File: config.mk
export PLATFORM = sky130hd
export DESIGN_NAME = spriteEngine
export DESIGN_NICKNAME = d
export VERILOG_FILES = /design/src/common/spriteGeomPkg.sv /design/src/common/displayPkg.sv /design/src/common/posLinkIf.sv /design/src/verilog/scanTimer.sv /design/src/movement/movementController.sv /design/src/render/spriteRasterizer.sv /design/src/verilog/spriteEngine.sv
export VERILOG_INCLUDE_DIRS = /design/src /design/src/common
export SDC_FILE = /design/constraint.sdc
export NUM_CORES = 1
export LEC_CHECK = 0
export ABC_AREA = 1
export ABC_CLOCK_PERIOD_IN_PS = 4200
export BUFFER_PORTS_ARGS = -buffer_cell sky130_fd_sc_hd__buf_2
export CAP_MARGIN = 20
export CORE_ASPECT_RATIO = 0.7
export CORE_MARGIN = 2
export CORE_UTILIZATION = 55
export DETAILED_ROUTE_END_ITERATION = 6
export HOLD_SLACK_MARGIN = 0.15
export PLACE_DENSITY = 0.75
export SYNTH_ARGS = -nofsm -noshare
export SYNTH_HDL_FRONTEND = slang
export SYNTH_SLANG_ARGS = --single-unit
File: constraint.sdc
create_clock -name clk -period 4.2 [get_ports clk]
set_input_delay 0.84 -clock clk [delete_from_list [all_inputs] [get_ports clk]]
set_output_delay 0.84 -clock clk [all_outputs]
set_load 0.02 [all_outputs]
File: src/common/sprite_config.svh
// Build-time constants for the sprite display engine
// Screen and sprite geometry, reset motion state and update rate
// Include wherever one of these values is needed; the packages derive widths from them

`ifndef SPRITE_CONFIG_SVH
`define SPRITE_CONFIG_SVH

// Visible raster, one pixel per clock
`define SCREEN_W 128
`define SCREEN_H 96

// Sprite box in pixels
`define SPRITE_W 8
`define SPRITE_H 6

// Top-left corner after reset
`define INIT_X 104
`define INIT_Y 78

// Pixels per update, signed; multiples that land exactly on the edges
`define INIT_VX 8
`define INIT_VY 6

// Frames between two movement updates, at least 1
`define FRAMES_PER_UPDATE 2

`endif

File: src/common/spriteGeomPkg.sv
// Types for the sprite's own geometry
// Coordinates name the top-left corner of the sprite box
// Velocities are signed steps applied once per movement update

package spriteGeomPkg;

    `include "sprite_config.svh"

    // Wide enough for the larger screen axis
    localparam int coordW = $clog2(`SCREEN_W);

    // Unsigned corner coordinate, x or y
    typedef logic [coordW-1:0] coordT;

    // One extra bit so a full-range step keeps its sign
    typedef logic signed [coordW:0] velT;

    // Corner position as carried over the position link
    typedef struct packed {
        coordT x;   // Column of left edge
        coordT y;   // Row of top edge
    } spritePosT;

    // Motion state, one component per axis
    typedef struct packed {
        velT x;
        velT y;
    } spriteVelT;

endpackage

File: src/common/displayPkg.sv
// Types for the raster side of the engine
// Beam counters from the scan timer and the per-pixel coverage result

package displayPkg;

    `include "sprite_config.svh"

    localparam int beamXW = $clog2(`SCREEN_W);
    localparam int beamYW = $clog2(`SCREEN_H);

    typedef logic [beamXW-1:0] beamXT;  // Beam column
    typedef logic [beamYW-1:0] beamYT;  // Beam row

    // Registered rasterizer result, one per beam pixel
    typedef struct packed {
        beamXT x;           // Column this result belongs to
        beamYT y;           // Row this result belongs to
        logic  covered;     // Sprite covers the pixel
    } pixelT;

endpackage

File: src/common/posLinkIf.sv
// Four-phase req/ack link that carries a new sprite position
// Source holds pos stable with req high until ack; sink acks after latching pos
// Source drops req, sink drops ack, and only then may req rise again

`timescale 1ns/10ps

interface posLinkIf;

    logic                    req;   // New position offered
    logic                    ack;   // Position taken by the sink
    spriteGeomPkg::spritePosT pos;  // Offered corner, stable while req

    // Movement side
    modport source (
        output req,
        output pos,
        input  ack
    );

    // Rasterizer side
    modport sink (
        input  req,
        input  pos,
        output ack
    );

endinterface

File: src/verilog/scanTimer.sv
// Raster beam generator for the sprite engine
// Walks the beam over the screen one pixel per clock, x first
// frameStart marks the clock where the beam sits at (0,0)
// updateStrobe rides on every FRAMES_PER_UPDATE-th frame start

`timescale 1ns/10ps

`include "sprite_config.svh"

module scanTimer (
    input  logic              clk,
    input  logic              reset,
    output displayPkg::beamXT beamX,
    output displayPkg::beamYT beamY,
    output logic              frameStart,
    output logic              updateStrobe
);
    import displayPkg::*;

    localparam int frameCntW = $clog2(`FRAMES_PER_UPDATE + 1);
    localparam int lastX = `SCREEN_W - 1;
    localparam int lastY = `SCREEN_H - 1;

    logic [frameCntW-1:0] frameCnt;     // Completed frames in this update period
    logic                 lineEnd;      // Beam on last column
    logic                 lastPixel;    // Beam on final pixel of the frame

    assign lineEnd    = (beamX == beamXT'(lastX));
    assign lastPixel  = lineEnd && (beamY == beamYT'(lastY));
    assign frameStart = (beamX == '0) && (beamY == '0);    // Decoded from counters

    // Beam counters
    always_ff @(posedge clk) begin
        if (reset) begin
            beamX <= '0;
            beamY <= '0;
        end else if (lineEnd) begin
            beamX <= '0;                // Wrap column
            if (lastPixel) begin
                beamY <= '0;            // Wrap to top
            end else begin
                beamY <= beamY + 1'b1;
            end
        end else begin
            beamX <= beamX + 1'b1;
        end
    end

    // Strobe is set on the last pixel so it lands with the next frame start
    always_ff @(posedge clk) begin
        if (reset) begin
            frameCnt     <= '0;
            updateStrobe <= 1'b0;
        end else if (lastPixel) begin
            if (frameCnt == frameCntW'(`FRAMES_PER_UPDATE - 1)) begin
                frameCnt     <= '0;     // Period complete
                updateStrobe <= 1'b1;
            end else begin
                frameCnt     <= frameCnt + 1'b1;
                updateStrobe <= 1'b0;
            end
        end else begin
            updateStrobe <= 1'b0;       // Single-clock pulse
        end
    end

    // Registered strobe must line up with the decoded frame start
    strobeOnFrameStart: assert property (@(posedge clk) disable iff (reset)
        updateStrobe |-> frameStart);

endmodule

File: src/movement/movementController.sv
// Moves the sprite's top-left corner by a signed velocity on each update
// Bounces off the screen edges and only moves while moveEnable is high
// Each new position is offered to the rasterizer over the source side of
// the position link; strobes during a busy link wait as one pending update

`timescale 1ns/10ps

`include "sprite_config.svh"

module movementController (
    input  logic      clk,
    input  logic      reset,
    input  logic      moveEnable,
    input  logic      updateStrobe,
    posLinkIf.source  link
);
    import spriteGeomPkg::*;

    typedef enum logic [1:0] {
        linkIdle,       // No position outstanding
        linkReq,        // req high, waiting for ack
        linkRelease     // req dropped, waiting for ack to fall
    } linkStateT;

    linkStateT state;
    spritePosT curPos;      // Current corner, also the link payload
    spriteVelT curVel;      // Current velocity
    spriteVelT nextVel;     // Velocity after bounce check
    spritePosT nextPos;     // Corner after one step
    velT       stepX;
    velT       stepY;
    logic      pending;     // Update waiting for an idle link
    logic      serve;       // Update taken this clock

    assign serve = pending && (state == linkIdle);

    // Bounce is decided from the position before the step
    always_comb begin
        nextVel = curVel;
        if ((int'(curPos.x) + `SPRITE_W >= `SCREEN_W) || (curPos.x == '0)) begin
            nextVel.x = -curVel.x;      // Left or right edge
        end
        if ((int'(curPos.y) + `SPRITE_H >= `SCREEN_H) || (curPos.y == '0)) begin
            nextVel.y = -curVel.y;      // Top or bottom edge
        end
        stepX     = velT'({1'b0, curPos.x}) + nextVel.x;
        stepY     = velT'({1'b0, curPos.y}) + nextVel.y;
        nextPos.x = coordT'(stepX);     // Drop sign bit
        nextPos.y = coordT'(stepY);
    end

    // Strobes merge into a single pending update
    always_ff @(posedge clk) begin
        if (reset) begin
            pending <= 1'b0;
        end else begin
            pending <= (pending && !serve) || updateStrobe;
        end
    end

    // Motion state
    always_ff @(posedge clk) begin
        if (reset) begin
            curPos.x <= coordT'(`INIT_X);
            curPos.y <= coordT'(`INIT_Y);
            curVel.x <= velT'(`INIT_VX);
            curVel.y <= velT'(`INIT_VY);
        end else if (serve && moveEnable) begin
            curPos <= nextPos;
            curVel <= nextVel;
        end
    end

    // Source side of the four-phase handshake
    always_ff @(posedge clk) begin
        if (reset) begin
            state <= linkIdle;
        end else begin
            case (state)
                linkIdle: begin
                    if (serve && moveEnable) begin
                        state <= linkReq;       // req rises after the new corner is held
                    end
                end
                linkReq: begin
                    if (link.ack) begin
                        state <= linkRelease;   // Drop req
                    end
                end
                linkRelease: begin
                    if (!link.ack) begin
                        state <= linkIdle;
                    end
                end
                default: state <= linkIdle;
            endcase
        end
    end

    assign link.req = (state == linkReq);
    assign link.pos = curPos;

    // Sink sees one corner for the whole request
    posStableDuringReq: assert property (@(posedge clk) disable iff (reset)
        link.req && $past(link.req) |-> $stable(link.pos));

    // Previous handshake must be fully closed first
    noReqWhileAck: assert property (@(posedge clk) disable iff (reset)
        $rose(link.req) |-> !link.ack);

endmodule

File: src/render/spriteRasterizer.sv
// Sink side of the position link plus per-pixel coverage test
// A new corner is taken only at a frame start, so a frame shows one position
// pixel is registered and lags the beam by one clock

`timescale 1ns/10ps

`include "sprite_config.svh"

module spriteRasterizer (
    input  logic                     clk,
    input  logic                     reset,
    input  logic                     frameStart,
    input  displayPkg::beamXT        beamX,
    input  displayPkg::beamYT        beamY,
    posLinkIf.sink                   link,
    output displayPkg::pixelT        pixel,
    output logic                     posStrobe,
    output spriteGeomPkg::spritePosT shownPos
);
    import displayPkg::*;
    import spriteGeomPkg::*;

    spritePosT drawPos;     // Corner used for the current beam pixel
    logic      latchNow;    // Take the offered corner this clock
    logic      inX;
    logic      inY;

    assign latchNow  = frameStart && link.req && !link.ack;
    assign posStrobe = latchNow;                            // Same clock as frameStart
    assign drawPos   = latchNow ? link.pos : shownPos;      // New frame uses new corner

    // Far edge excluded, int math avoids wrap at the screen border
    assign inX = (int'(beamX) >= int'(drawPos.x)) && (int'(beamX) < int'(drawPos.x) + `SPRITE_W);
    assign inY = (int'(beamY) >= int'(drawPos.y)) && (int'(beamY) < int'(drawPos.y) + `SPRITE_H);

    // Shown corner and ack
    always_ff @(posedge clk) begin
        if (reset) begin
            shownPos.x <= coordT'(`INIT_X);
            shownPos.y <= coordT'(`INIT_Y);
            link.ack   <= 1'b0;
        end else if (latchNow) begin
            shownPos <= link.pos;
            link.ack <= 1'b1;           // Corner held, acknowledge
        end else if (link.ack && !link.req) begin
            link.ack <= 1'b0;           // Close the handshake
        end
    end

    // Pixel result, tagged with the beam position it belongs to
    always_ff @(posedge clk) begin
        pixel.x       <= beamX;
        pixel.y       <= beamY;
        pixel.covered <= inX && inY;
    end

endmodule

File: src/verilog/spriteEngine.sv
// Top level of the single-sprite display engine
// Scan timer feeds the movement controller, which hands positions to the
// rasterizer over the req/ack link; results leave on plain ports

`timescale 1ns/10ps

module spriteEngine (
    input  logic                 clk,
    input  logic                 reset,
    input  logic                 moveEnable,
    output spriteGeomPkg::coordT xPos,
    output spriteGeomPkg::coordT yPos,
    output logic                 posStrobe,
    output logic                 frameStart,
    output displayPkg::beamXT    pixX,
    output displayPkg::beamYT    pixY,
    output logic                 pixelOn
);
    import displayPkg::*;
    import spriteGeomPkg::*;

    beamXT     beamX;
    beamYT     beamY;
    logic      updateStrobe;
    spritePosT shownPos;
    pixelT     pixel;

    posLinkIf posLink ();

    scanTimer timer0 (
        .clk          (clk),
        .reset        (reset),
        .beamX        (beamX),
        .beamY        (beamY),
        .frameStart   (frameStart),
        .updateStrobe (updateStrobe)
    );

    movementController move0 (
        .clk          (clk),
        .reset        (reset),
        .moveEnable   (moveEnable),
        .updateStrobe (updateStrobe),
        .link         (posLink.source)
    );

    spriteRasterizer raster0 (
        .clk        (clk),
        .reset      (reset),
        .frameStart (frameStart),
        .beamX      (beamX),
        .beamY      (beamY),
        .link       (posLink.sink),
        .pixel      (pixel),
        .posStrobe  (posStrobe),
        .shownPos   (shownPos)
    );

    assign xPos    = shownPos.x;        // Displayed corner
    assign yPos    = shownPos.y;
    assign pixX    = pixel.x;           // One clock behind the beam
    assign pixY    = pixel.y;
    assign pixelOn = pixel.covered;

endmodule

==> results.sh, run 1 <==
export IMPL_synth_top_family_by_area="simple AND/OR/NAND/NOR gates"
export IMPL_drc=0
export IMPL_dr_pass1_iters=5
export IMPL_vdd_drop_max_uv=198
export IMPL_start_kind="flip-flop"
export IMPL_die_x_um=105
export IMPL_vias=3357
export IMPL_rsz0062_at_grt="false"
export IMPL_syn_avg_cell_area_um2=7.72
export IMPL_ys_top_cells_by_area="dfxtp_1 (36%), ha_1 (13%), nand2_1 (8.0%), inv_1 (7.3%), nor2_1 (4.5%)"
export IMPL_drive_gt1_share_pct=13.2
export IMPL_wl_um=8470
export IMPL_synth_fa_ha_area_share_pct=14.2
export IMPL_synth_area_um2=3900
export IMPL_report_final_slew_viol_count=0
export IMPL_p_leak_nw=2.21
export IMPL_ctsHtreeMaxLevel=3
export IMPL_clock_skew_ns=0.00558
export IMPL_finalSetupViolations=0
export IMPL_ys_seq_elements=71
export IMPL_vias_per_cell=5.26
export IMPL_place_gp_congestion=0.845
export IMPL_cts_sinks=71
export IMPL_clock_path_buffers=2
export IMPL_die_h_um=74.4
export IMPL_post_route_cell_area_um2=4330
export IMPL_fin_ws_ns=1.01
export IMPL_synth_main_ff_cell="dfxtp_1"
export IMPL_grt_pass1_wl_um=14500
export IMPL_antennaDiodeCount=0
export IMPL_worstMarginPinSlew_ns=0.900
export IMPL_synthTopCellsByCount="nand2_1 (83), inv_1 (76), dfxtp_1 (71), nor2_1 (47), ha_1 (41)"
export IMPL_fin_crit_sh_pct=76.0
export IMPL_cp_required_ns=4.45
export IMPL_grt_max_degree=31
export IMPL_ant_nets=0
export IMPL_clk_pin_slew_worst_paths_ns=0.07
export IMPL_seq_area_frac_synth_pct=36.5
export IMPL_io_buffers=33
export IMPL_finalSetupTns_ns=0
export IMPL_power_mw=1.28
export IMPL_stdcell_count=638
export IMPL_max_freq_mhz=313
export IMPL_hold_path_class="flip-flop to flip-flop"
export IMPL_cp_arrival_ns=3.44
export IMPL_setup_worst_path_class="flip-flop to flip-flop"
export IMPL_clock_latency_ns=0.36
export IMPL_status="completed"
export IMPL_grt_overflow_total=0
export IMPL_placed_cells=622
export IMPL_ys_async_sr_fraction_pct=0
export IMPL_cts_setup_buffers=0
export IMPL_core_um2=6820
export IMPL_syn_num_nets=551
export IMPL_post_synth_xor_area_fraction_pct=4.49
export IMPL_yosysMostFrequentCell="nand2_1"
export IMPL_hold_buffers=0
export IMPL_synth_area_mux_share_pct=0
export IMPL_whs_ns=0.383
export IMPL_synthSimpleGateAreaFrac_pct=25.3
export IMPL_synth_edf_count=0
export IMPL_hold_viol=0
export IMPL_initial_core_util_pct=57.2
export IMPL_die_area_um2=7790
export IMPL_cts_tree="yes"
export IMPL_synth_cells=505
export IMPL_grt_pass1_vias=3139
export IMPL_pre_cts_ws_ns=1.05
export IMPL_numCtsBuffers=9
export IMPL_power_density_nw_per_um2=297
export IMPL_maxCapViolCount=0
export IMPL_ys_warn_count=0
export IMPL_drt_iter0_markers=150
export IMPL_relSlewSlack_pct=39.9
export IMPL_num_io_pins=34
export IMPL_grtUsageTotal_pct=23.5
export IMPL_synth_compound_area_share_pct=10.3
export IMPL_antenna_found_initial=0
export IMPL_ctsResizeCount=0
export IMPL_cp_end_kind="flip-flop"
export IMPL_fin_nets=585
export IMPL_area_delta_synth_final_pct=11.0
export IMPL_post_drt_wl_per_cell_um=13.3
export IMPL_cts_root_buf="clkbuf_8"
export IMPL_hpwl_um=6260
export IMPL_fin_util_pct=63.4
export IMPL_synth_distinct_cells=39
export IMPL_yosys_area_top_type="dfxtp_1"
export IMPL_finalCriticalPeriod_ns=3.19
export IMPL_critPathMaxFanout=19
export IMPL_synth_top_cell_area_share_pct=36.5
export IMPL_row_count=25
export IMPL_placed_cell_area_um2=4130
==> cell usage in the layout, fill, tap and decap left out, types with 6 or more instances in the layout <==
master,count
nand2_1,83
inv_1,76
dfxtp_1,71
nor2_1,47
ha_1,41
a21oi_1,35
buf_2,33
nand3_1,27
o21ai_0,21
nand4_1,16
xor2_1,13
clkbuf_8,10
nor3_1,8
xnor2_1,7
o211ai_1,7
nand2_2,6
==> layer usage <==
metal  GRT usage (%)  vias up  share of wire, %
met4            6.22        0               1.1
met1            31.1     1534                50
met2            38.1      102                41
li1                -     1709                 -
met3            7.36       12               7.5
met5               0        -                 0
==> logic make-up (layout without fill, tap and decap cells) <==
logic type	count (synthesis)	count (layout)
compound gates	73	73
xor+xnor	20	20
fa+ha+maj	43	43
buf+inv	90	129
flops	71	71
other cells	1	1
simple gates	207	207
==> report_power, final <==
part           internal (mW)  total (mW)  switching [mW]
Sequential             0.677       0.682         0.00464
Combinational         0.0154      0.0511          0.0357
Clock                  0.289       0.552           0.262
==> sequential cells by signal, indices dropped and copies added, names as in the netlist <==
register and flops:
raster0.pixel 15, move0.state 2, move0.pending 1, move0.curVel 10
raster0.link.ack 1, timer0.frameCnt 2, timer0.updateStrobe 1, move0.link.pos 11
timer0.beamX 7, timer0.beamY 7, raster0.shownPos 14
==> path summary, 6_finish.rpt <==
path                        start                to  slack [ns]  cells past startpoint
setup / recovery  timer0.beamY[0]  raster0.pixel[0]        1.01                     18
hold / removal    timer0.beamY[0]  raster0.pixel[1]        0.38                      0
hold reg to reg   timer0.beamY[0]  raster0.pixel[1]        0.38                      0
setup reg to reg  timer0.beamY[0]  raster0.pixel[0]        1.01                     18
==> layout make-up <==
cell class                      instances  area, um2
Timing Repair Buffer                   34        173
Tap cell                               94        118
Fill cell                             644       2490
Inverter                               79        297
Multi-Input combinational cell        344       2120
Clock inverter                          5       57.6
Clock buffer                           11        141
Sequential cell                        71       1420
==> critical path, cell delays in order, from the launching register on <==
cell	delay (ns)
dfxtp_1	0.33
inv_1	0.14
ha_1	0.17
inv_1	0.04
nor2_1	0.11
and2_0	0.39
nand3_4	0.32
o21ai_1	0.36
inv_2	0.10
ha_1	0.22
xnor2_1	0.13
ha_1	0.27
nand2_1	0.07
inv_1	0.07
nand4_1	0.10
o211ai_1	0.11
nand2_1	0.08
nand2_1	0.06
a21oi_1	0.03
Note: power is estimated with default switching activity, not from simulation.
==> inputs of run 2 (changes only) <==
--- a/config.mk
+++ b/config.mk
@@ -7,15 +7,15 @@
 export NUM_CORES = 1
 export LEC_CHECK = 0
 export ABC_AREA = 1
-export ABC_CLOCK_PERIOD_IN_PS = 4200
+export ABC_CLOCK_PERIOD_IN_PS = 2900
 export BUFFER_PORTS_ARGS = -buffer_cell sky130_fd_sc_hd__buf_2
 export CAP_MARGIN = 20
 export CORE_ASPECT_RATIO = 0.7
 export CORE_MARGIN = 2
-export CORE_UTILIZATION = 55
+export CORE_UTILIZATION = 54
 export DETAILED_ROUTE_END_ITERATION = 6
 export HOLD_SLACK_MARGIN = 0.15
-export PLACE_DENSITY = 0.75
+export PLACE_DENSITY = 0.77
 export SYNTH_ARGS = -nofsm -noshare
 export SYNTH_HDL_FRONTEND = slang
 export SYNTH_SLANG_ARGS = --single-unit
==> constraint.sdc (replaced) <==
create_clock -name clk -period 2.9 [get_ports clk]
set_input_delay 0.58 -clock clk [delete_from_list [all_inputs] [get_ports clk]]
set_output_delay 0.58 -clock clk [all_outputs]
set_load 0.02 [all_outputs]
==> results.sh, run 2 (synthesis gave the netlist of run 1 again) <==
export IMPL_die_x_um=106
export IMPL_die_h_um=75.1
export IMPL_hpwl_um=6430
export IMPL_dr_pass1_iters=5
export IMPL_ctsHtreeMaxLevel=3
export IMPL_worstRegToRegCells=20
export IMPL_timing_reg2reg_setup_slack_ns=0.11
export IMPL_power_density_nw_per_um2=406
export IMPL_drive_gt1_share_pct=19.3
export IMPL_num_io_pins=34
export IMPL_p_clk_share_pct=42.3
export IMPL_internal_power_mw=1.41
export IMPL_status="completed"
export IMPL_area_delta_synth_final_pct=17.1
export IMPL_p_sw_mw=0.446
export IMPL_seqPwrFrac_pct=53.3
export IMPL_cts_tree="yes"
export IMPL_antennaDiodeCount=0
export IMPL_crit_end="raster0.pixel[0]"
export IMPL_r2r_start="timer0.beamX[0]"
export IMPL_crit_buf_inv=6
export IMPL_placed_cells=637
export IMPL_worst_path_largest_cell_delay_ns=0.35
export IMPL_cp_arrival_ns=3.06
export IMPL_maxCapViolCount=0
export IMPL_place_gp_congestion=0.883
export IMPL_fin_util_pct=66.3
export IMPL_crit_path_start="timer0.beamX[0]"
export IMPL_vias=3424
export IMPL_grt_pass1_wl_um=14400
export IMPL_sw_frac_of_total_pct=24.1
export IMPL_largest_register="raster0.pixel"
export IMPL_drt_iter0_markers=140
export IMPL_placed_cell_area_um2=4240
export IMPL_fin_nets=607
export IMPL_nFillCells=597
export IMPL_initial_core_util_pct=56.6
export IMPL_critPathMaxFanout=6
export IMPL_crit_slowest_cell="dfxtp_4"
export IMPL_finalSetupViolations=0
export IMPL_worst_path_most_repeated_cell="inv_1"
export IMPL_io_buffers=33
export IMPL_finalSetupTns_ns=0
export IMPL_fin_ws_ns=0.115
export IMPL_grt_pass1_vias=3025
export IMPL_row_count=25
export IMPL_die_area_um2=7920
export IMPL_core_um2=6880
export IMPL_start_kind="flip-flop"
export IMPL_max_freq_mhz=359
export IMPL_drc=0
export IMPL_layout_commonest_cell="nand2_1"
export IMPL_rsz0062_at_grt="true"
export IMPL_cp_top_family="simple AND/OR/NAND/NOR gates"
export IMPL_finalCriticalPeriod_ns=2.79
export IMPL_clock_skew_ns=0.0109
export IMPL_whs_ns=0.377
export IMPL_vias_per_cell=5.19
export IMPL_cp_required_ns=3.18
export IMPL_vdd_drop_max_uv=271
export IMPL_numCtsBuffers=9
export IMPL_worstSetupPathDepth=20
export IMPL_grtUsageTotal_pct=23.3
export IMPL_crit_chain="inv_1 > ha_1 > inv_1 > nor2_4 > nand2_2 > nor2_4 > buf_4 > buf_4 > nand4_1 > nand2_4 > ha_2 > inv_2 > nand2_1 > xor2_1 > ha_1 > nand2_1 > inv_1 > nand4_1 > o211ai_1 > a21oi_1"
export IMPL_worstReg2RegEnd="raster0.pixel[0]"
export IMPL_combPwrFrac_pct=4.4
export IMPL_clk_pin_slew_worst_paths_ns=0.08
export IMPL_ant_nets=0
export IMPL_setup_worst_path_class="flip-flop to flip-flop"
export IMPL_post_route_cell_area_um2=4560
export IMPL_clock_path_buffers=2
export IMPL_cts_sinks=71
export IMPL_mostFrequentLayoutCells="nand2_1 (80), inv_1 (73), dfxtp_1 (69)"
export IMPL_fin_crit_sh_pct=96.0
export IMPL_grt_overflow_total=0
export IMPL_antenna_found_initial=0
export IMPL_p_leak_nw=2.33
export IMPL_power_mw=1.85
export IMPL_stdcell_count=660
export IMPL_grt_max_degree=27
export IMPL_post_drt_wl_per_cell_um=13.4
export IMPL_cts_root_buf="clkbuf_8"
export IMPL_wl_um=8820
export IMPL_clock_latency_ns=0.35
export IMPL_pre_cts_ws_ns=0.0576
export IMPL_hold_viol=0
export IMPL_cp_end_kind="flip-flop"
export IMPL_report_final_slew_viol_count=0
export IMPL_worstMarginPinSlew_ns=0.523
export IMPL_relSlewSlack_pct=65.1
export IMPL_largest_reg_flops=15
export IMPL_hold_buffers=0
export IMPL_hold_path_class="flip-flop to flip-flop"
==> run 2: changes by cell type in the layout (fill, tap and decap cells not counted), moves of 2 or more <==
cell,delta
buf_4,+20
o21ai_4,+3
o21ai_0,-2
clkinvlp_4,-2
inv_1,-3
ha_1,-2
nand2_1,-3
ha_2,+2
inv_2,+3
dfxtp_1,-2
clkinv_4,+3
nand2_4,+2
==> run 2: worst reg2reg max path: cells and delay by family (launching register included) <==
kind | cells | cell delay, ns
DFF | 1 | 0.35
xor gates and xnor gates | 1 | 0.16
and+or+nand+nor | 8 | 0.85
adders and majority gates | 3 | 0.56
AOI/OAI and AO/OA | 2 | 0.32
buffers and inverters | 6 | 0.47
==> run 2: layout make-up <==
class	instances	area (um2)	share of cell area, %
well taps	94	118	2.58
clock buffers	9	124	2.71
clock inverters	7	73.8	1.62
multi-input cells	345	2190	48.0
flip-flops and latches	71	1430	31.3
repair buffers	55	334	7.32
inverters	79	297	6.50
==> run 2: layer usage <==
layer  wire length [um]  GRT usage, %  vias to the layer above
met4                106          6.29                        0
met5                  0             0                        -
met3                428          4.94                       11
met2               3850          37.7                       89
li1                   -             -                     1749
met1               4440          32.2                     1575
==> run 2: power by group through the flow <==
stage / registers [mW] / logic (mW) / clock network, mW
5_1_grt: 0.988 / 0.0917 / 0.840
3_3_place_gp: 1.01 / 0.0714 / 0
4_1_cts: 0.987 / 0.0731 / 0.794
6_report: 0.987 / 0.0818 / 0.785
3_5_place_dp: 1.01 / 0.0728 / 0
2_1_floorplan: 1.01 / 0.0461 / 0
==> run 2: worst min-delay path by stage <==
stage	from	end	slack, ns	cells past startpoint
2_1_floorplan	timer0.beamY[0]	raster0.pixel[1]	0.36	0
3_3_place_gp	timer0.beamY[0]	raster0.pixel[1]	0.36	0
3_5_place_dp	timer0.beamY[0]	raster0.pixel[1]	0.37	0
4_1_cts	timer0.beamY[0]	raster0.pixel[1]	0.38	0
5_1_grt	timer0.beamY[0]	raster0.pixel[1]	0.40	0
6_report	timer0.beamY[0]	raster0.pixel[1]	0.38	0
==> run 2: repair_timing <==
| action | 4_1_cts | 5_1_grt |
|---|---|---|
| setup buffers | 0 | 6 |
| endpoints found under the hold margin | 0 | 0 |
| setup endpoints to repair | 0 | 3 |
| gates resized for setup | 0 | 24 |
